`config.mk`:
```
export PLATFORM = sky130hd
export DESIGN_NAME = cl_counter_top
export DESIGN_NICKNAME = d
export VERILOG_FILES = /design/src/source/cl_counter_pkg.sv /design/src/source/ocl_slave.sv /design/src/source/cnt_csr.sv /design/src/source/tick_counter.sv /design/src/source/cl_counter_top.sv
export VERILOG_INCLUDE_DIRS = /design/src /design/src/source
export SDC_FILE = /design/constraint.sdc
export NUM_CORES = 1
export LEC_CHECK = 0
export BUFFER_PORTS_ARGS = -buffer_cell sky130_fd_sc_hd__buf_4
export CORE_MARGIN = 3
export CORE_UTILIZATION = 43
export CTS_CLUSTER_SIZE = 12
export DETAILED_ROUTE_END_ITERATION = 8
export PLACE_DENSITY = 0.79
export SLEW_MARGIN = 20
export SYNTH_ARGS = -nofsm -noshare
export SYNTH_HDL_FRONTEND = slang
export SYNTH_SLANG_ARGS = --single-unit
```
`constraint.sdc`:
```
create_clock -name clk_main_a0 -period 3.3 [get_ports clk_main_a0]
set_input_delay 0.33 -clock clk_main_a0 [delete_from_list [all_inputs] [get_ports clk_main_a0]]
set_output_delay 0.33 -clock clk_main_a0 [all_outputs]
set_load 0.02 [all_outputs]
```
`src/source/cl_counter_macros.svh`:
```
/*
  register map offsets and control bit positions of the counter block
  ID, status and version constants returned on the OCL port
  AXI-Lite response codes and the decoded address width
*/
`ifndef CL_COUNTER_MACROS_SVH
`define CL_COUNTER_MACROS_SVH

`define CL_SH_ID0        32'hC011_1D0F  // vendor / device id word
`define CL_SH_ID1        32'h0C0A_0001  // subsystem id word
`define CL_STATUS0       32'h0000_0FF0  // constant status word
`define CL_VERSION       32'hEEEE_EE00  // build version word

`define OCL_ADDR_LSBS    8              // low byte-address bits that are decoded

`define REG_ID0          8'h00          // ro
`define REG_ID1          8'h04          // ro
`define REG_STATUS       8'h08          // ro
`define REG_VERSION      8'h0C          // ro
`define REG_CTRL         8'h10          // rw, load/clear self-clearing
`define REG_TICK         8'h14          // rw, tick period in bits 7:0
`define REG_LOAD         8'h18          // rw, load value in bits 15:0
`define REG_WMARK        8'h1C          // rw, watermark in bits 15:0
`define REG_COUNT        8'h20          // ro, live counter status

`define CTRL_EN_BIT      0
`define CTRL_LOAD_BIT    1
`define CTRL_CLEAR_BIT   2
`define CTRL_ONESHOT_BIT 3

`define RESP_OKAY        2'd0
`define RESP_SLVERR      2'd2

`endif

```
`src/source/cl_counter_pkg.sv`:
```
/*
  shared types of the counter block
  vector typedefs for bus and counter widths
  register request/response and counter config/status structs
  write and read FSM state encodings
*/
`default_nettype none

`include "cl_counter_macros.svh"

package cl_counter_pkg;

  // ------------------------------
  // plain vectors
  // ------------------------------
  typedef logic [31:0] ocl_addr_t;  // byte address
  typedef logic [31:0] ocl_data_t;  // data word
  typedef logic [3:0]  ocl_strb_t;  // one strobe per byte
  typedef logic [1:0]  axi_resp_t;  // OKAY / SLVERR
  typedef logic [7:0]  tick_t;      // tick period and tick count
  typedef logic [15:0] count_t;     // count, load value, watermark

  // ------------------------------
  // structs
  // ------------------------------
  typedef struct packed {
    logic                        valid;  // one cycle per accepted transfer
    logic                        write;  // 1 = write, 0 = read
    logic [`OCL_ADDR_LSBS-1:0]   addr;   // byte offset within the block
    ocl_data_t                   data;   // write data
    ocl_strb_t                   strb;   // write byte strobes
  } reg_req_t;

  typedef struct packed {
    ocl_data_t data;  // read data, zero on writes and errors
    axi_resp_t resp;
  } reg_rsp_t;

  typedef struct packed {
    logic   enable;
    logic   oneshot;     // saturate instead of wrapping
    logic   load;        // one-cycle pulse
    logic   clear;       // one-cycle pulse
    tick_t  tick_value;
    count_t load_value;
    count_t watermark;
  } cnt_cfg_t;

  typedef struct packed {
    logic   tick;          // prescaler wrapped this cycle
    logic   ge_watermark;  // cnt >= watermark
    tick_t  tick_cnt;
    count_t cnt;
  } cnt_status_t;

  // ------------------------------
  // FSM states
  // ------------------------------
  typedef enum logic {WR_IDLE, WR_RESP} wr_state_t;
  typedef enum logic {RD_IDLE, RD_DATA} rd_state_t;

endpackage

`default_nettype wire

```
`src/source/ocl_slave.sv`:
```
/*
  AXI-Lite (OCL) slave
  write FSM accepts AW and W together and returns B
  read FSM accepts AR and returns R one cycle later
  both turn accepted transfers into single-cycle register requests
*/
`default_nettype none

`include "cl_counter_macros.svh"

module ocl_slave (
  input  logic                      clk_main_a0,
  input  logic                      rst_main_n,

  // write address
  input  logic                      awvalid,
  input  cl_counter_pkg::ocl_addr_t awaddr,
  output logic                      awready,

  // write data
  input  logic                      wvalid,
  input  cl_counter_pkg::ocl_data_t wdata,
  input  cl_counter_pkg::ocl_strb_t wstrb,
  output logic                      wready,

  // write response
  output logic                      bvalid,
  output cl_counter_pkg::axi_resp_t bresp,
  input  logic                      bready,

  // read address
  input  logic                      arvalid,
  input  cl_counter_pkg::ocl_addr_t araddr,
  output logic                      arready,

  // read data
  output logic                      rvalid,
  output cl_counter_pkg::ocl_data_t rdata,
  output cl_counter_pkg::axi_resp_t rresp,
  input  logic                      rready,

  // register side
  output cl_counter_pkg::reg_req_t  req,
  input  cl_counter_pkg::reg_rsp_t  rsp
);

  import cl_counter_pkg::*;

  wr_state_t wr_state;
  rd_state_t rd_state;
  logic      wr_go;     // write accepted this cycle
  logic      rd_go;     // read accepted this cycle

  // ------------------------------
  // accept decisions
  // ------------------------------
  assign wr_go = (wr_state == WR_IDLE) && awvalid && wvalid;  // needs both channels
  assign rd_go = (rd_state == RD_IDLE) && arvalid && !wr_go;  // write wins a tie

  assign awready = wr_go;  // single-cycle ready pulse
  assign wready  = wr_go;
  assign arready = rd_go;

  assign bvalid = (wr_state == WR_RESP);
  assign rvalid = (rd_state == RD_DATA);

  // ------------------------------
  // register request
  // ------------------------------
  always_comb
  begin
    req.valid = wr_go || rd_go;
    req.write = wr_go;
    req.addr  = wr_go ? awaddr[`OCL_ADDR_LSBS-1:0]  // only low bits decoded
                      : araddr[`OCL_ADDR_LSBS-1:0];
    req.data  = wdata;
    req.strb  = wstrb;
  end

  // ------------------------------
  // write FSM
  // ------------------------------
  always_ff @(posedge clk_main_a0)
  begin
    if (!rst_main_n)
    begin
      wr_state <= WR_IDLE;
    end
    else
    begin
      case (wr_state)
        WR_IDLE: if (wr_go)  wr_state <= WR_RESP;  // bvalid next edge
        WR_RESP: if (bready) wr_state <= WR_IDLE;  // B handshake done
        default:             wr_state <= WR_IDLE;
      endcase
    end
  end

  always_ff @(posedge clk_main_a0)
  begin
    if (wr_go)
    begin
      bresp <= rsp.resp;  // held through WR_RESP
    end
  end

  // ------------------------------
  // read FSM
  // ------------------------------
  always_ff @(posedge clk_main_a0)
  begin
    if (!rst_main_n)
    begin
      rd_state <= RD_IDLE;
    end
    else
    begin
      case (rd_state)
        RD_IDLE: if (rd_go)  rd_state <= RD_DATA;  // 1-cycle read latency
        RD_DATA: if (rready) rd_state <= RD_IDLE;
        default:             rd_state <= RD_IDLE;
      endcase
    end
  end

  always_ff @(posedge clk_main_a0)
  begin
    if (rd_go)
    begin
      rdata <= rsp.data;  // snapshot of status at accept time
      rresp <= rsp.resp;
    end
  end

  // ------------------------------
  // protocol checks
  // ------------------------------
  b_hold: assert property (@(posedge clk_main_a0) disable iff (!rst_main_n)
    bvalid && !bready |=> bvalid && $stable(bresp))
    else $error("bvalid/bresp dropped before bready");

  r_hold: assert property (@(posedge clk_main_a0) disable iff (!rst_main_n)
    rvalid && !rready |=> rvalid && $stable(rdata) && $stable(rresp))
    else $error("rvalid/rdata dropped before rready");

endmodule

`default_nettype wire

```
`src/source/cnt_csr.sv`:
```
/*
  counter register block
  control, tick, load and watermark registers with byte strobes
  load/clear pulse generation
  read decode of ID, status, version and live count
*/
`default_nettype none

`include "cl_counter_macros.svh"

module cnt_csr (
  input  logic                        clk_main_a0,
  input  logic                        rst_main_n,
  input  cl_counter_pkg::reg_req_t    req,
  output cl_counter_pkg::reg_rsp_t    rsp,
  output cl_counter_pkg::cnt_cfg_t    cfg,
  input  cl_counter_pkg::cnt_status_t status
);

  import cl_counter_pkg::*;

  logic      ctrl_en;
  logic      ctrl_oneshot;
  logic      load_pulse;
  logic      clear_pulse;
  tick_t     tick_value;
  count_t    load_value;
  count_t    watermark;

  ocl_data_t rd_word;   // current value at req.addr
  logic      rd_ok;     // offset is readable
  logic      wr_ok;     // offset is writable
  ocl_data_t merged;    // rd_word with strobed bytes replaced
  logic      wr_fire;

  // byte-lane merge of write data into the current word
  function automatic ocl_data_t merge_bytes(input ocl_data_t cur,
                                            input ocl_data_t wr,
                                            input ocl_strb_t strb);
    ocl_data_t res;
    res = cur;
    for (int i = 0; i < 4; i++)
    begin
      if (strb[i])
      begin
        res[8*i +: 8] = wr[8*i +: 8];
      end
    end
    return res;
  endfunction

  // ------------------------------
  // read decode
  // ------------------------------
  always_comb
  begin
    rd_word = '0;
    rd_ok   = 1'b1;
    wr_ok   = 1'b0;
    case (req.addr)
      `REG_ID0:     rd_word = `CL_SH_ID0;
      `REG_ID1:     rd_word = `CL_SH_ID1;
      `REG_STATUS:  rd_word = `CL_STATUS0;
      `REG_VERSION: rd_word = `CL_VERSION;
      `REG_CTRL:
      begin
        rd_word[`CTRL_EN_BIT]      = ctrl_en;       // load/clear read as 0
        rd_word[`CTRL_ONESHOT_BIT] = ctrl_oneshot;
        wr_ok                      = 1'b1;
      end
      `REG_TICK:
      begin
        rd_word[7:0] = tick_value;
        wr_ok        = 1'b1;
      end
      `REG_LOAD:
      begin
        rd_word[15:0] = load_value;
        wr_ok         = 1'b1;
      end
      `REG_WMARK:
      begin
        rd_word[15:0] = watermark;
        wr_ok         = 1'b1;
      end
      `REG_COUNT:
      begin
        rd_word[15:0]  = status.cnt;          // live, same-cycle view
        rd_word[23:16] = status.tick_cnt;
        rd_word[24]    = status.tick;
        rd_word[25]    = status.ge_watermark;
      end
      default:      rd_ok = 1'b0;            // unmapped
    endcase
  end

  assign merged  = merge_bytes(rd_word, req.data, req.strb);
  assign wr_fire = req.valid && req.write && wr_ok;  // ro/unmapped writes dropped

  // response is combinational, captured by the slave
  assign rsp.data = req.write ? '0 : rd_word;
  assign rsp.resp = (req.write ? wr_ok : rd_ok) ? `RESP_OKAY : `RESP_SLVERR;

  // ------------------------------
  // register updates
  // ------------------------------
  always_ff @(posedge clk_main_a0)
  begin
    if (!rst_main_n)
    begin
      ctrl_en      <= 1'b0;
      ctrl_oneshot <= 1'b0;
      load_pulse   <= 1'b0;
      clear_pulse  <= 1'b0;
      tick_value   <= '0;
      load_value   <= '0;
      watermark    <= '0;
    end
    else
    begin
      load_pulse  <= wr_fire && (req.addr == `REG_CTRL) && merged[`CTRL_LOAD_BIT];
      clear_pulse <= wr_fire && (req.addr == `REG_CTRL) && merged[`CTRL_CLEAR_BIT];
      if (wr_fire)
      begin
        case (req.addr)
          `REG_CTRL:
          begin
            ctrl_en      <= merged[`CTRL_EN_BIT];
            ctrl_oneshot <= merged[`CTRL_ONESHOT_BIT];
          end
          `REG_TICK:  tick_value <= merged[7:0];
          `REG_LOAD:  load_value <= merged[15:0];
          `REG_WMARK: watermark  <= merged[15:0];
          default:    ;                          // filtered by wr_ok
        endcase
      end
    end
  end

  assign cfg = '{enable:     ctrl_en,
                 oneshot:    ctrl_oneshot,
                 load:       load_pulse,
                 clear:      clear_pulse,
                 tick_value: tick_value,
                 load_value: load_value,
                 watermark:  watermark};

  // one write outstanding in the slave keeps these to single pulses
  pulse_load:  assert property (@(posedge clk_main_a0) disable iff (!rst_main_n)
    cfg.load |=> !cfg.load)
    else $error("load pulse longer than one cycle");

  pulse_clear: assert property (@(posedge clk_main_a0) disable iff (!rst_main_n)
    cfg.clear |=> !cfg.clear)
    else $error("clear pulse longer than one cycle");

endmodule

`default_nettype wire

```
`src/source/tick_counter.sv`:
```
/*
  tick prescaler and 16-bit main counter
  clear, load, enable, one-shot saturation, watermark compare
*/
`default_nettype none

module tick_counter (
  input  logic                        clk_main_a0,
  input  logic                        rst_main_n,
  input  cl_counter_pkg::cnt_cfg_t    cfg,
  output cl_counter_pkg::cnt_status_t status
);

  import cl_counter_pkg::*;

  tick_t  tick_cnt;
  count_t cnt;
  logic   tick_hit;   // prescaler at or past its period
  logic   cnt_sat;    // one-shot and already at max

  assign tick_hit = cfg.enable && (tick_cnt >= cfg.tick_value);
  assign cnt_sat  = cfg.oneshot && (&cnt);

  // ------------------------------
  // prescaler and main count
  // ------------------------------
  always_ff @(posedge clk_main_a0)
  begin
    if (!rst_main_n)
    begin
      tick_cnt <= '0;
      cnt      <= '0;
    end
    else if (cfg.clear)
    begin
      tick_cnt <= '0;                         // clear beats everything
      cnt      <= '0;
    end
    else
    begin
      if (cfg.load)
      begin
        cnt <= cfg.load_value;                // load beats counting
      end
      else if (tick_hit && !cnt_sat)
      begin
        cnt <= cnt + count_t'(1);             // wraps unless one-shot
      end

      if (cfg.enable)
      begin
        tick_cnt <= tick_hit ? '0 : tick_cnt + tick_t'(1);
      end
    end
  end

  // ------------------------------
  // status
  // ------------------------------
  assign status.tick         = tick_hit;
  assign status.ge_watermark = (cnt >= cfg.watermark);
  assign status.tick_cnt     = tick_cnt;
  assign status.cnt          = cnt;

endmodule

`default_nettype wire

```
`src/source/cl_counter_top.sv`:
```
/*
  counter block top level
  OCL slave, register block and tick counter
*/
`default_nettype none

module cl_counter_top (
  input  logic                      clk_main_a0,
  input  logic                      rst_main_n,

  input  logic                      awvalid,
  input  cl_counter_pkg::ocl_addr_t awaddr,
  output logic                      awready,

  input  logic                      wvalid,
  input  cl_counter_pkg::ocl_data_t wdata,
  input  cl_counter_pkg::ocl_strb_t wstrb,
  output logic                      wready,

  output logic                      bvalid,
  output cl_counter_pkg::axi_resp_t bresp,
  input  logic                      bready,

  input  logic                      arvalid,
  input  cl_counter_pkg::ocl_addr_t araddr,
  output logic                      arready,

  output logic                      rvalid,
  output cl_counter_pkg::ocl_data_t rdata,
  output cl_counter_pkg::axi_resp_t rresp,
  input  logic                      rready
);

  import cl_counter_pkg::*;

  reg_req_t    req;     // slave -> csr, one cycle per transfer
  reg_rsp_t    rsp;     // csr -> slave, same cycle
  cnt_cfg_t    cfg;     // csr -> counter
  cnt_status_t status;  // counter -> csr

  ocl_slave u_ocl_slave (
    .clk_main_a0 (clk_main_a0),
    .rst_main_n  (rst_main_n),
    .awvalid     (awvalid),
    .awaddr      (awaddr),
    .awready     (awready),
    .wvalid      (wvalid),
    .wdata       (wdata),
    .wstrb       (wstrb),
    .wready      (wready),
    .bvalid      (bvalid),
    .bresp       (bresp),
    .bready      (bready),
    .arvalid     (arvalid),
    .araddr      (araddr),
    .arready     (arready),
    .rvalid      (rvalid),
    .rdata       (rdata),
    .rresp       (rresp),
    .rready      (rready),
    .req         (req),
    .rsp         (rsp)
  );

  cnt_csr u_cnt_csr (
    .clk_main_a0 (clk_main_a0),
    .rst_main_n  (rst_main_n),
    .req         (req),
    .rsp         (rsp),
    .cfg         (cfg),
    .status      (status)
  );

  tick_counter u_tick_counter (
    .clk_main_a0 (clk_main_a0),
    .rst_main_n  (rst_main_n),
    .cfg         (cfg),
    .status      (status)
  );

endmodule

`default_nettype wire

```
**Yosys cells after proc, flatten, opt, wreduce, memory -nomap -nowiden**

Cells that the tools add are included.
Widths: inputs -> output; s select.

- Reductions and logical operators: 26
- Magnitude comparators: 2
- Add/subtract/negate cells: 2
- Bitwise logic cells: 3
- Mux-type cells: 23
- Equal/unequal tests: 8

Operators with widths:

| operator | count |
|---|---|
| $pmux 8 s6 | 1 |
| $pmux 10 s4 | 1 |
| $eq 8x5->1 const B | 4 |
| $mux 16 | 2 |
| $mux 8 | 4 |
| $pmux 4 s5 | 1 |
| $pmux 6 s3 | 1 |
| $add 16x1->16 const B | 1 |
| $eq 8x4->1 const B | 2 |
| $ge 16x16->1 | 1 |
| $reduce_and 16->1 | 1 |
| $logic_and 1x1->1 | 12 |
| $pmux 1 s6 | 2 |
| $pmux 2 s5 | 1 |
| $reduce_or 9->1 | 1 |
| $add 8x1->8 const B | 1 |
| $eq 8x3->1 const B | 1 |
| $eq 8x6->1 const B | 1 |
| $ge 8x8->1 | 1 |
| $logic_not 8->1 | 1 |
| $reduce_and 2->1 | 4 |
| $mux 1 | 7 |
| $pmux 1 s2 | 2 |
| $reduce_or 2->1 | 2 |
| 6 further kinds | 9 |

- Bits in registers: 106
- Logic and storage cells: 78
- Input bits: 107
- Output and inout port bits: 41

**Longest topological paths before layout**

Gate-level depths: netlist of run 1.

- Depth in word-level cells: 10
- Mapped depth: 9
- Gate-level depth less buffers: 8

**Hierarchy**

Synthesis of run 1 repeated with hierarchy kept, for this count alone.

- Cell total of the unflattened synthesis: 701
- Area, all modules: 6,369.9 sq um

By module, submodules not included:

| module | area each (sq um) | cells an instance | times used | sequential area each (sq um) |
|---|---|---|---|---|
| cnt_csr | 2,837.7 | 367 | 1 | 880.8 |
| tick_counter | 1,924.3 | 239 | 1 | 480.5 |
| ocl_slave | 1,607.8 | 95 | 1 | 1,121.1 |

**Worst setup path before layout of run 1**

Ideal clock, no wire load.

- Path kind: register to register
- From: register u_ocl_slave.wr_state (netlist: u_ocl_slave.bvalid)
- To: register u_ocl_slave.rdata[0] (enable)
- Required time: 2,816 ps
- Setup time: 484 ps
- Cell stages (with the launch flop): 5
- Arrival time: 3,748 ps
- Period minus slack after synthesis: 4,231 ps
- Path buffers: 1
- Setup slack: -931 ps
- Cell sequence: dfxtp_1 -> nand3b_4 -> inv_1 -> buf_2 -> nor3b_1

- Word-level cells in the longest chain between the ends: 5

Ends and longest elaborated chain:

| item | line | text |
|---|---|---|
| start: declaration | ocl_slave.sv:49 | `wr_state_t wr_state;` |
| start signal: assignment | ocl_slave.sv:87 | `wr_state <= WR_IDLE;` |
| start signal: assignment | ocl_slave.sv:92 | `WR_IDLE: if (wr_go) wr_state <= WR_RESP;` |
| start signal: assignment | ocl_slave.sv:93 | `WR_RESP: if (bready) wr_state <= WR_IDLE;` |
| $not 1->1 | ocl_slave.sv:57 | `assign wr_go = (wr_state == WR_IDLE) && awvalid && wvalid;` |
| $logic_and 1x1->1 (2 in series) | ocl_slave.sv:57 |  |
| $logic_not 1->1 | ocl_slave.sv:58 | `assign rd_go = (rd_state == RD_IDLE) && arvalid && !wr_go;` |
| $logic_and 1x1->1 | ocl_slave.sv:58 |  |
| net arready | cl_counter_top.sv:26 | `output logic arready,` |
| end signal: assignment | ocl_slave.sv:130 | `rdata <= rsp.data;` |
| end: declaration | ocl_slave.sv:38 | `output cl_counter_pkg::ocl_data_t rdata,` |

The timed path passes the listed nets, and every way through them passes these cells.
A chain may end at the register's enable or synchronous reset.

**Final worst setup path of run 1**

- From: register u_ocl_slave.wr_state (netlist: u_ocl_slave.bvalid)
- To: register u_cnt_csr.watermark[6]

- Word-level cells in the longest chain between the ends: 9
- Elaborated cells between the ends (all ways): 20
- Classes of those cells: eq/ne: 6; mux: 4; bitwise: 1; reduce/logical: 9

Ends and longest elaborated chain:

| item | line | text |
|---|---|---|
| $not 1->1 (*) | ocl_slave.sv:57 |  |
| $logic_and 1x1->1 (*) (2 in series) | ocl_slave.sv:57 |  |
| $mux 8 or $logic_not 1->1 (tied branches) | ocl_slave.sv:74, ocl_slave.sv:58 |  |
| $eq 8x5->1, or another cell as far along | cnt_csr.sv:60 | `case (req.addr)` |
| $reduce_or 4->1 (no source line) or $logic_or 1x1->1 (tied branches) | -- |  |
| $mux 1 or $logic_and 1x1->1 (tied branches) | cnt_csr.sv:60, cnt_csr.sv:98 |  |
| $logic_and 1x1->1 | cnt_csr.sv:98 | `assign wr_fire = req.valid && req.write && wr_ok;` |
| $reduce_and 2->1 (no source line) | -- |  |
| end signal: assignment | cnt_csr.sv:133 | `` `REG_WMARK: watermark <= merged[15:0]; `` |
| end: declaration | cnt_csr.sv:28 | `count_t watermark;` |

Every way passes the cells marked *; elsewhere a longest branch is shown, timed or not.

==> impl_metrics.py, run 1 <==
metrics = {
    "worst_setup_path": {
        "worstSetupPathType": "flop to flop",
        "critPathLaunchType": "flop",
        "worst-path-max-fanout": 13,
        "setup.worst_path.end_class": "flop",
        "crit_path_start": "u_ocl_slave.bvalid",
        "required_ns": 3.56,
        "cp.arrival_ns": 3.03,
        "worstReg2RegStart": "u_ocl_slave.bvalid",
    },
    "grt": {
        "grt_max_degree": 42,
        "grt_overflow": 0,
        "grt_pass1_vias": 5187,
        "grt_usage_pct": 22.4,
        "antenna_found_initial": 0,
        "grt_pass1_wl_um": 26000,
    },
    "clock_tree": {
        "cts_buffers": 9,
        "cts.sinks": 101,
        "htreeDepth": 3,
        "cts_tree": "built",
        "cts_post_setup_buffers_inserted": 0,
        "clk_latency_ns": 0.36,
        "cts_resized": 0,
        "cts.clk_slew.worst_paths_ns": 0.07,
        "cts_hold_buf": 0,
        "cts_root_buf": "clkbuf_16",
        "clockBufferDepth": 2,
    },
    "logic_synthesis": {
        "ys_async_sr_fraction_pct": 0,
        "ys.flop_type": "dfxtp_1",
        "syn-instance-count": 625,
        "syn_area_per_cell_um2": 9.03,
        "ys_types": 68,
        "syn_area_um2": 5640,
        "ys_seq_elements": 101,
        "ys_warn_count": 0,
        "synth-edff-count": 31,
        "seq_area_frac_synth_pct": 41.3,
    },
    "detailed_routing": {
        "drc_errors": 0,
        "avgViaCountPerCell": 6.25,
        "postRouteAntennaNets": 0,
        "drtIter0Drc": 577,
        "vias": 5437,
        "dr.pass1.iters": 5,
        "post_drt_wl_per_cell_um": 19.1,
        "totalWireLength_um": 16600,
    },
    "run_status": {
        "status": "finished, final reports clean",
    },
    "worst_hold_path": {
        "worstHoldStart": "bready",
        "hold_class": "input pin to flop",
    },
    "power": {
        "ir_drop_uv": 222,
        "seqPwrFrac_pct": 49.2,
        "leakagePower_nw": 2.40,
        "p_sw_uw": 633,
        "p_total_mw": 2.65,
        "p_sw_share_pct": 23.9,
        "p_per_area_nw_per_um2": 397,
        "power_frac_comb_pct": 9.2,
        "clkPwrFrac_pct": 41.6,
        "intPower_mw": 2.02,
    },
    "placed_design": {
        "place_inst": 854,
        "io_buffer_count": 78,
        "place_congestion": 0.963,
        "hpwl_um": 11900,
    },
    "flow_run": {
        "cap_violations": 0,
    },
    "cells_and_area": {
        "antenna_cells": 0,
        "areaGrowthSynthToFinish_pct": 18.6,
        "final_layout_size_suffix_gt1_share_pct": 18.9,
        "layout_commonest_cell": "buf_4",
        "layout_common_cells": "buf_4 (92), dfxtp_1 (70), nor2_1 (47), nand2_1 (42), a21oi_1 (40)",
        "fin_nets": 826,
        "stdcell_count": 870,
    },
    "die": {
        "ios": 148,
        "rows": 41,
        "dieArea_um2": 14500,
        "die_h_um": 121,
        "die_w_um": 121,
        "core-area_um2": 12700,
        "initial_utilization_pct": 44.3,
    },
    "sta": {
        "period_share_pct": 83.8,
        "post-route-min-period_ns": 2.77,
        "setup_viol": 0,
        "slew_headroom_pct": 21.7,
        "fin_tns_setup_ns": 0,
        "drv_slew": 0,
        "rsz0062_at_grt": "no",
        "timing_hold_violations_final": 0,
        "fin_worst_skew_ns": 0.00931,
        "tightest_slew_ns": 1.17,
        "fmax_mhz": 362,
    },
}
## flip-flops by register name, indices dropped and copies added (netlist names), 8 cells and up
| name | flops |
|---|---|
| u_ocl_slave.rdata | 29 |
| u_cnt_csr.watermark | 16 |
| u_tick_counter.tick_cnt | 8 |
| u_cnt_csr.tick_value | 8 |
| u_tick_counter.cnt | 16 |
| u_cnt_csr.load_value | 16 |
## worst max-delay path, cell delays in order, from the launching register on
cell      delay [ns]
dfxtp_1         0.40
nand3b_4        0.16
inv_1           0.10
o22ai_1         0.45
and3_1          0.73
buf_4           0.29
a22o_1          0.19
nor3_1          0.09
o31ai_1         0.25
## metrics by stage
stage	hold WS, ns	worst slack, ns	cell area, um2	utilization, %
2_1_floorplan	0.423	0.368	5650	-
3_3_place_gp	0.434	0.538	6380	50.2
3_5_place_dp	0.446	0.463	6380	50.2
4_1_cts	0.264	0.609	6690	52.6
5_1_grt	0.269	0.426	6690	52.6
6_report	0.252	0.534	6690	52.6
## power by group through the flow
stage | clock network [mW] | registers (mW) | logic [mW]
after detailed placement | 0 | 1.33 | 0.240
final | 1.10 | 1.31 | 0.243
after CTS | 1.11 | 1.31 | 0.241
after global routing | 1.15 | 1.31 | 0.260
after global placement | 0 | 1.33 | 0.235
after floorplan | 0 | 1.36 | 0.104
## kinds of logic after synthesis
group / after synthesis / synth area share (%)
and+or+nand+nor: 221 / 20.3
AOI/OAI and AO/OA: 176 / 22.0
other: 1 / 0.0665
muxes: 11 / 2.06
buffers and inverters: 69 / 5.34
DFF: 101 / 41.3
adders and majority gates: 26 / 5.77
xor gates and xnor gates: 20 / 3.10
## worst paths after layout
| path | slack [ns] | cells past startpoint | end |
|---|---|---|---|
| max | 0.53 | 8 | u_cnt_csr.watermark[6] |
| min | 0.25 | 3 | u_ocl_slave.bvalid |
| max reg2reg | 0.53 | 8 | u_cnt_csr.watermark[6] |
| min reg2reg | 0.48 | 1 | u_tick_counter.cnt[14] |
## layer usage
layer | vias up | global-route usage [%] | wire length (um)
met1 | 2581 | 29.1 | 6770
li1 | 2489 | - | -
met3 | 50 | 4.63 | 1440
met2 | 317 | 36.6 | 7930
met5 | - | 0 | 0
met4 | 0 | 9.07 | 502
## cell usage after synthesis (3+ instances only)
| master | instances | share of area (%) |
|---|---|---|
| nor4b_1 | 4 | 0.62 |
| o221ai_1 | 10 | 1.6 |
| o21ai_0 | 32 | 2.8 |
| inv_1 | 31 | 2.1 |
| dfxtp_1 | 70 | 25 |
| nand3_1 | 39 | 3.5 |
| and3_1 | 7 | 0.78 |
| o211ai_1 | 4 | 0.53 |
| nand2_1 | 42 | 2.8 |
| o31ai_1 | 24 | 3.2 |
| a22o_1 | 8 | 1.2 |
| buf_4 | 6 | 0.80 |
| a221o_1 | 5 | 0.89 |
| buf_2 | 7 | 0.62 |
| a21o_1 | 5 | 0.67 |
| clkbuf_1 | 22 | 1.5 |
| mux2_2 | 5 | 1.0 |
| o22ai_1 | 3 | 0.33 |
| xor2_1 | 4 | 0.62 |
| nor2_1 | 47 | 3.1 |
| a21oi_1 | 40 | 3.5 |
| nor3_1 | 33 | 2.9 |
| or2_2 | 3 | 0.33 |
| nor4_1 | 6 | 0.67 |
| nor2b_1 | 3 | 0.33 |
| mux2i_1 | 6 | 1.1 |
| o21a_1 | 4 | 0.53 |
| ha_1 | 26 | 5.8 |
| a211oi_1 | 9 | 1.2 |
| a221oi_1 | 3 | 0.47 |
| a22oi_1 | 7 | 0.93 |
| nand4_1 | 13 | 1.4 |
| xnor2_1 | 16 | 2.5 |
| edfxtp_1 | 31 | 17 |
## layout make-up
type,count,area (um2)
inverter,32,120
tap,172,215
sequential,101,2330
timing repair buffer,92,691
clock buffer,13,260
fill,1185,6030
multi-input combinational,457,3030
clock inverter,3,46.3
Power figures use the tool's default switching activity.
==> inputs of run 2 (changes only) <==
--- a/config.mk
+++ b/config.mk
@@ -11,7 +11,7 @@
 export CORE_UTILIZATION = 43
 export CTS_CLUSTER_SIZE = 12
 export DETAILED_ROUTE_END_ITERATION = 8
-export PLACE_DENSITY = 0.79
+export PLACE_DENSITY = 0.76
 export SLEW_MARGIN = 20
 export SYNTH_ARGS = -nofsm -noshare
 export SYNTH_HDL_FRONTEND = slang
==> constraint.sdc (replaced) <==
create_clock -name clk_main_a0 -period 2.6 [get_ports clk_main_a0]
set_input_delay 0.26 -clock clk_main_a0 [delete_from_list [all_inputs] [get_ports clk_main_a0]]
set_output_delay 0.26 -clock clk_main_a0 [all_outputs]
set_load 0.02 [all_outputs]
==> run 2 against run 1 <==
Against the previous run: critical path type unchanged; global-route usage rose by 0.19 points; combinational power up 33%; sequential power grew 27%.
==> impl_metrics.py, run 2 (synthesis gave the netlist of run 1 again) <==
metrics = {
    "cells_and_area": {
        "antenna_cells": 0,
        "areaGrowthSynthToFinish_pct": 22.3,
        "final_layout_size_suffix_gt1_share_pct": 21.6,
        "layout_common_cells": "buf_4 (113), dfxtp_1 (70), nor2_1 (47), nand2_1 (42), a21oi_1 (40)",
        "regMostFlops": "u_ocl_slave.rdata",
        "stdcell_count": 893,
        "final_cell_area_um2": 6900,
        "largest_reg_flops": 29,
        "fin_nets": 849,
        "layout_commonest_cell": "buf_4",
    },
    "placed_design": {
        "hpwl_um": 12500,
        "io_buffer_count": 78,
        "place_inst": 876,
        "dpl_cell_area_um2": 6560,
        "place_congestion": 0.892,
    },
    "detailed_routing": {
        "totalWireLength_um": 16600,
        "postRouteAntennaNets": 0,
        "routed-wl-met2_um": 7950,
        "vias": 5493,
        "wl_met3_um": 1300,
        "drtIter0Drc": 534,
        "dr.pass1.iters": 5,
        "avgViaCountPerCell": 6.15,
        "drc_errors": 0,
        "drt-met1-wl_um": 6860,
        "top_layer": "met4",
        "post_drt_wl_per_cell_um": 18.6,
    },
    "clock_tree": {
        "cts_root_buf": "clkbuf_16",
        "cts.sinks": 101,
        "cts_hold_buf": 0,
        "clockBufferDepth": 2,
        "cts_tree": "built",
        "cts_buffers": 9,
        "cts_post_setup_buffers_inserted": 0,
        "cts_resized": 1,
        "cts.clk_slew.worst_paths_ns": 0.07,
        "clk_latency_ns": 0.34,
        "htreeDepth": 3,
    },
    "grt": {
        "grt_overflow": 0,
        "antenna_found_initial": 0,
        "grt_pass1_vias": 5328,
        "grt_usage_pct": 22.6,
        "grt_pass1_wl_um": 26600,
        "grt_max_degree": 42,
    },
    "sta": {
        "post-route-min-period_ns": 2.47,
        "whs_ns": 0.199,
        "rsz0062_at_grt": "no",
        "setup_viol": 0,
        "tightest_slew_ns": 0.776,
        "drv_slew": 0,
        "timing_hold_violations_final": 0,
        "fmax_mhz": 405,
        "slew_headroom_pct": 48.2,
        "fin_worst_skew_ns": 0.0107,
        "period_share_pct": 94.9,
    },
    "power": {
        "p_per_area_nw_per_um2": 481,
        "p_total_mw": 3.32,
        "leakagePower_nw": 2.52,
        "ir_drop_uv": 257,
    },
    "die": {
        "rows": 41,
        "ios": 148,
        "core-area_um2": 12700,
        "die_h_um": 121,
        "die_w_um": 121,
        "initial_utilization_pct": 44.3,
        "dieArea_um2": 14500,
    },
    "worst_setup_path": {
        "worst-path-max-fanout": 16,
        "critPathLaunchType": "flop",
        "required_ns": 2.86,
        "timing.rr.end": "u_tick_counter.cnt[15]",
        "cp.arrival_ns": 2.73,
        "ff2ff_setup_slack_ns": 0.13,
        "setup.worst_path.end_class": "flop",
        "r2r_cells": 9,
        "worstReg2RegStart": "u_cnt_csr.tick_value[2]",
        "worstSetupPathType": "flop to flop",
        "cp-endpoint": "u_tick_counter.cnt[15]",
        "crit_path_start": "u_cnt_csr.tick_value[2]",
    },
    "run_status": {
        "status": "finished, final reports clean",
    },
    "worst_hold_path": {
        "min_path_cells": 3,
        "hold_class": "input pin to flop",
        "worstHoldStart": "bready",
    },
    "flow_run": {
        "cap_violations": 0,
    },
}
run 2: final cells by class:
type	instances	area, um2
Sequential cell	101	2330
Timing Repair Buffer	115	880
Tap cell	172	215
Multi-Input combinational cell	457	3060
Fill cell	1153	5820
Inverter	32	120
Clock buffer	11	233
Clock inverter	5	58.8
run 2: worst max-delay path, cell delays in order (launching register included):
cell	delay (ns)
dfxtp_1	0.34
inv_1	0.09
ha_1	0.32
nand2_1	0.07
o21ai_0	0.26
a21oi_1	0.18
buf_12	0.18
nor3_1	0.29
or3b_2	0.48
a31oi_1	0.17
run 2: layer usage:
| layer | vias to the layer above | global-route usage [%] |
|---|---|---|
| li1 | 2534 | - |
| met1 | 2632 | 29.5 |
| met2 | 277 | 37.1 |
| met3 | 50 | 3.93 |
| met4 | 0 | 9.63 |
| met5 | - | 0 |
run 2: power breakdown:
part,total [mW],internal [mW],switching (mW)
combinational,0.323,0.123,0.200
clock,1.34,0.749,0.591
sequential,1.66,1.65,0.00885
total,3.32,2.52,0.800
run 2: how the worst min path moves through the flow:
stage | endpoint | slack, ns
final | u_ocl_slave.bvalid | 0.20
after global routing | u_ocl_slave.bvalid | 0.22
after CTS | u_ocl_slave.bvalid | 0.21
after floorplan | u_tick_counter.cnt[14] | 0.42
after global placement | u_tick_counter.cnt[14] | 0.43
after detailed placement | u_tick_counter.cnt[14] | 0.45
run 2: through the flow:
stage	utilization [%]	setup slack [ns]	setup TNS, ns
after floorplan	-	0.162	0
after global placement	51.6	-0.0341	-0.205
after detailed placement	51.6	-0.163	-2.47
after CTS	53.9	0.0553	0
after global routing	54.2	0.00970	0
final	54.2	0.132	0
==> inputs of run 3 (changes only) <==
--- a/config.mk
+++ b/config.mk
@@ -7,10 +7,12 @@
 export NUM_CORES = 1
 export LEC_CHECK = 0
 export BUFFER_PORTS_ARGS = -buffer_cell sky130_fd_sc_hd__buf_4
+export CORE_ASPECT_RATIO = 0.6
 export CORE_MARGIN = 3
 export CORE_UTILIZATION = 43
 export CTS_CLUSTER_SIZE = 12
 export DETAILED_ROUTE_END_ITERATION = 8
+export MAX_ROUTING_LAYER = met4
 export PLACE_DENSITY = 0.76
 export SLEW_MARGIN = 20
 export SYNTH_ARGS = -nofsm -noshare
==> constraint.sdc (replaced) <==
create_clock -name clk_main_a0 -period 2.3 [get_ports clk_main_a0]
set_input_delay 0.23 -clock clk_main_a0 [delete_from_list [all_inputs] [get_ports clk_main_a0]]
set_output_delay 0.23 -clock clk_main_a0 [all_outputs]
set_load 0.02 [all_outputs]
==> run 3 against run 2 <==
Against the previous run: combinational power increased by 24%; setup slack got worse by 0.088 ns; final cell count increased by 3.0%; critical path type unchanged; critical endpoint is now u_ocl_slave.rdata[18].
==> impl_metrics.py, run 3 (synthesis gave the netlist of run 1 again) <==
metrics = {
    "run_status": {
        "status": "finished, final reports clean",
    },
    "sta": {
        "slew_headroom_pct": 48.5,
        "tightest_slew_ns": 0.771,
        "drv_slew": 0,
        "setup_viol": 0,
        "period_share_pct": 98.1,
        "fin_worst_skew_ns": 0.0106,
        "fin_tns_setup_ns": 0,
        "timing_hold_violations_final": 0,
        "post-route-min-period_ns": 2.26,
        "fmax_mhz": 443,
        "rsz0062_at_grt": "yes",
        "whs_ns": 0.142,
    },
    "detailed_routing": {
        "vias": 5552,
        "postRouteAntennaNets": 0,
        "drtIter0Drc": 544,
        "avgViaCountPerCell": 6.03,
        "totalWireLength_um": 18200,
        "post_drt_wl_per_cell_um": 19.8,
        "drc_errors": 0,
        "dr.pass1.iters": 6,
    },
    "clock_tree": {
        "cts_hold_buf": 0,
        "htreeDepth": 3,
        "clockBufferDepth": 2,
        "clk_latency_ns": 0.35,
        "cts_root_buf": "clkbuf_16",
        "cts_buffers": 9,
        "cts.sinks": 101,
        "cts.clk_slew.worst_paths_ns": 0.07,
        "cts_tree": "built",
    },
    "worst_setup_path": {
        "worst-path-max-fanout": 11,
        "timing.rr.end": "u_ocl_slave.rdata[18]",
        "worstSetupPathType": "flop to flop",
        "required_ns": 2.46,
        "r2r_cells": 8,
        "ff2ff_setup_slack_ns": 0.04,
        "path_cells": "nand3b_4 > inv_6 > mux2_2 > nor3_2 > buf_12 > o21ai_1 > nor2b_1 > a21oi_1",
        "cp.arrival_ns": 2.42,
        "critPathMaxStageDelay_ns": 0.45,
        "slowest_stage": "mux2_2",
        "cpLargestDelayFamily": "simple AND/OR/NAND/NOR gates",
        "critPathLaunchType": "flop",
        "worstReg2RegStart": "u_ocl_slave.bvalid",
        "setup.worst_path.end_class": "flop",
        "worst-path-buf-inv": 2,
    },
    "grt": {
        "top_usage_layer": "met1",
        "grt_overflow": 0,
        "antenna_found_initial": 0,
        "met1_usage_pct": 38.3,
        "grt_max_degree": 41,
        "grt_pass1_wl_um": 28300,
        "grt_usage_pct": 25.5,
        "use_met3_pct": 5.77,
        "grtUsageMet2_pct": 35.1,
        "grt_pass1_vias": 5131,
    },
    "cells_and_area": {
        "areaGrowthSynthToFinish_pct": 28.3,
        "antenna_cells": 0,
        "fin_nets": 883,
        "largest_reg_flops": 29,
        "final_layout_size_suffix_gt1_share_pct": 26.6,
        "layout_common_cells": "buf_4 (145), dfxtp_1 (68), nor2_1 (47), nand2_1 (42)",
        "layout_commonest_cell": "buf_4",
        "final-seq-area_um2": 2330,
        "multi_input_area_um2": 3100,
        "fill_cells": 1105,
        "regMostFlops": "u_ocl_slave.rdata",
    },
    "flow_run": {
        "cap_violations": 0,
    },
    "worst_hold_path": {
        "min_path_cells": 3,
        "whs_endpoint": "u_ocl_slave.bvalid",
        "hold_class": "input pin to flop",
        "worstHoldStart": "bready",
    },
    "die": {
        "ios": 148,
        "die_w_um": 154,
        "core-area_um2": 12400,
        "dieArea_um2": 14600,
        "die_h_um": 94.7,
        "rows": 31,
        "initial_utilization_pct": 45.5,
    },
    "power": {
        "leakagePower_nw": 2.71,
        "p_per_area_nw_per_um2": 535,
        "ir_drop_uv": 342,
    },
    "placed_design": {
        "place_congestion": 0.968,
        "hpwl_um": 14100,
        "io_buffer_count": 78,
    },
}
==> run 3: what timing repair did <==
item	CTS	global route
setup buffers	0	1
endpoints found under the setup margin	27	37
resized for setup	4	11
pin swaps	0	2
==> run 3: power breakdown <==
part / internal, mW / switching [mW] / leakage [nW]
Sequential: 1.86 / 0.00971 / 0.875
Combinational: 0.160 / 0.240 / 1.68
Clock: 0.862 / 0.737 / 0.152
Total: 2.88 / 0.987 / 2.71
==> run 3: metrics by stage <==
step                      power, mW  setup WS, ns  area, um2  utilization [%]  std cells
final                          3.87        0.0443       7240             58.3        920
after global routing           3.99       -0.0431       7240             58.3        920
after CTS                      3.87       0.00588       7190             57.9        919
after detailed placement       2.30        -0.149       6850             55.2        903
after global placement         2.29        -0.106       6850             55.2        903
after floorplan                2.10        0.0200       5660                -        627
==> run 3: final cells by class <==
class                      instances  area share, %
multi-input combinational        457           42.8
sequential                       101           32.2
inverter                          32           1.73
clock inverter                     7           1.16
tap                              165           2.85
clock buffer                       9           3.11
timing repair buffer             149           16.1
==> run 3: metal layers <==
metal  vias up  routed length, um
met1      2610               8800
met3        20               2040
met5         -                  0
met4         0                144
li1       2609                  -
met2       313               7220
==> run 3: worst max path at each step <==
stage | from | endpoint | slack (ns) | cells after the start
after global placement | araddr[5] | u_cnt_csr.tick_value[6] | -0.11 | 7
after global routing | u_cnt_csr.tick_value[7] | u_tick_counter.cnt[15] | -0.04 | 8
after CTS | u_cnt_csr.watermark[0] | u_ocl_slave.rdata[25] | 0.006 | 7
final | u_ocl_slave.bvalid | u_ocl_slave.rdata[18] | 0.04 | 8
after floorplan | u_ocl_slave.bvalid | u_ocl_slave.rdata[0] | 0.02 | 4
after detailed placement | araddr[5] | u_cnt_csr.watermark[5] | -0.15 | 7
==> run 3: tightest hold or removal path: stages <==
cell and delay, ns:
buf_4 0.08, nand2b_1 0.09, a21oi_1 0.06
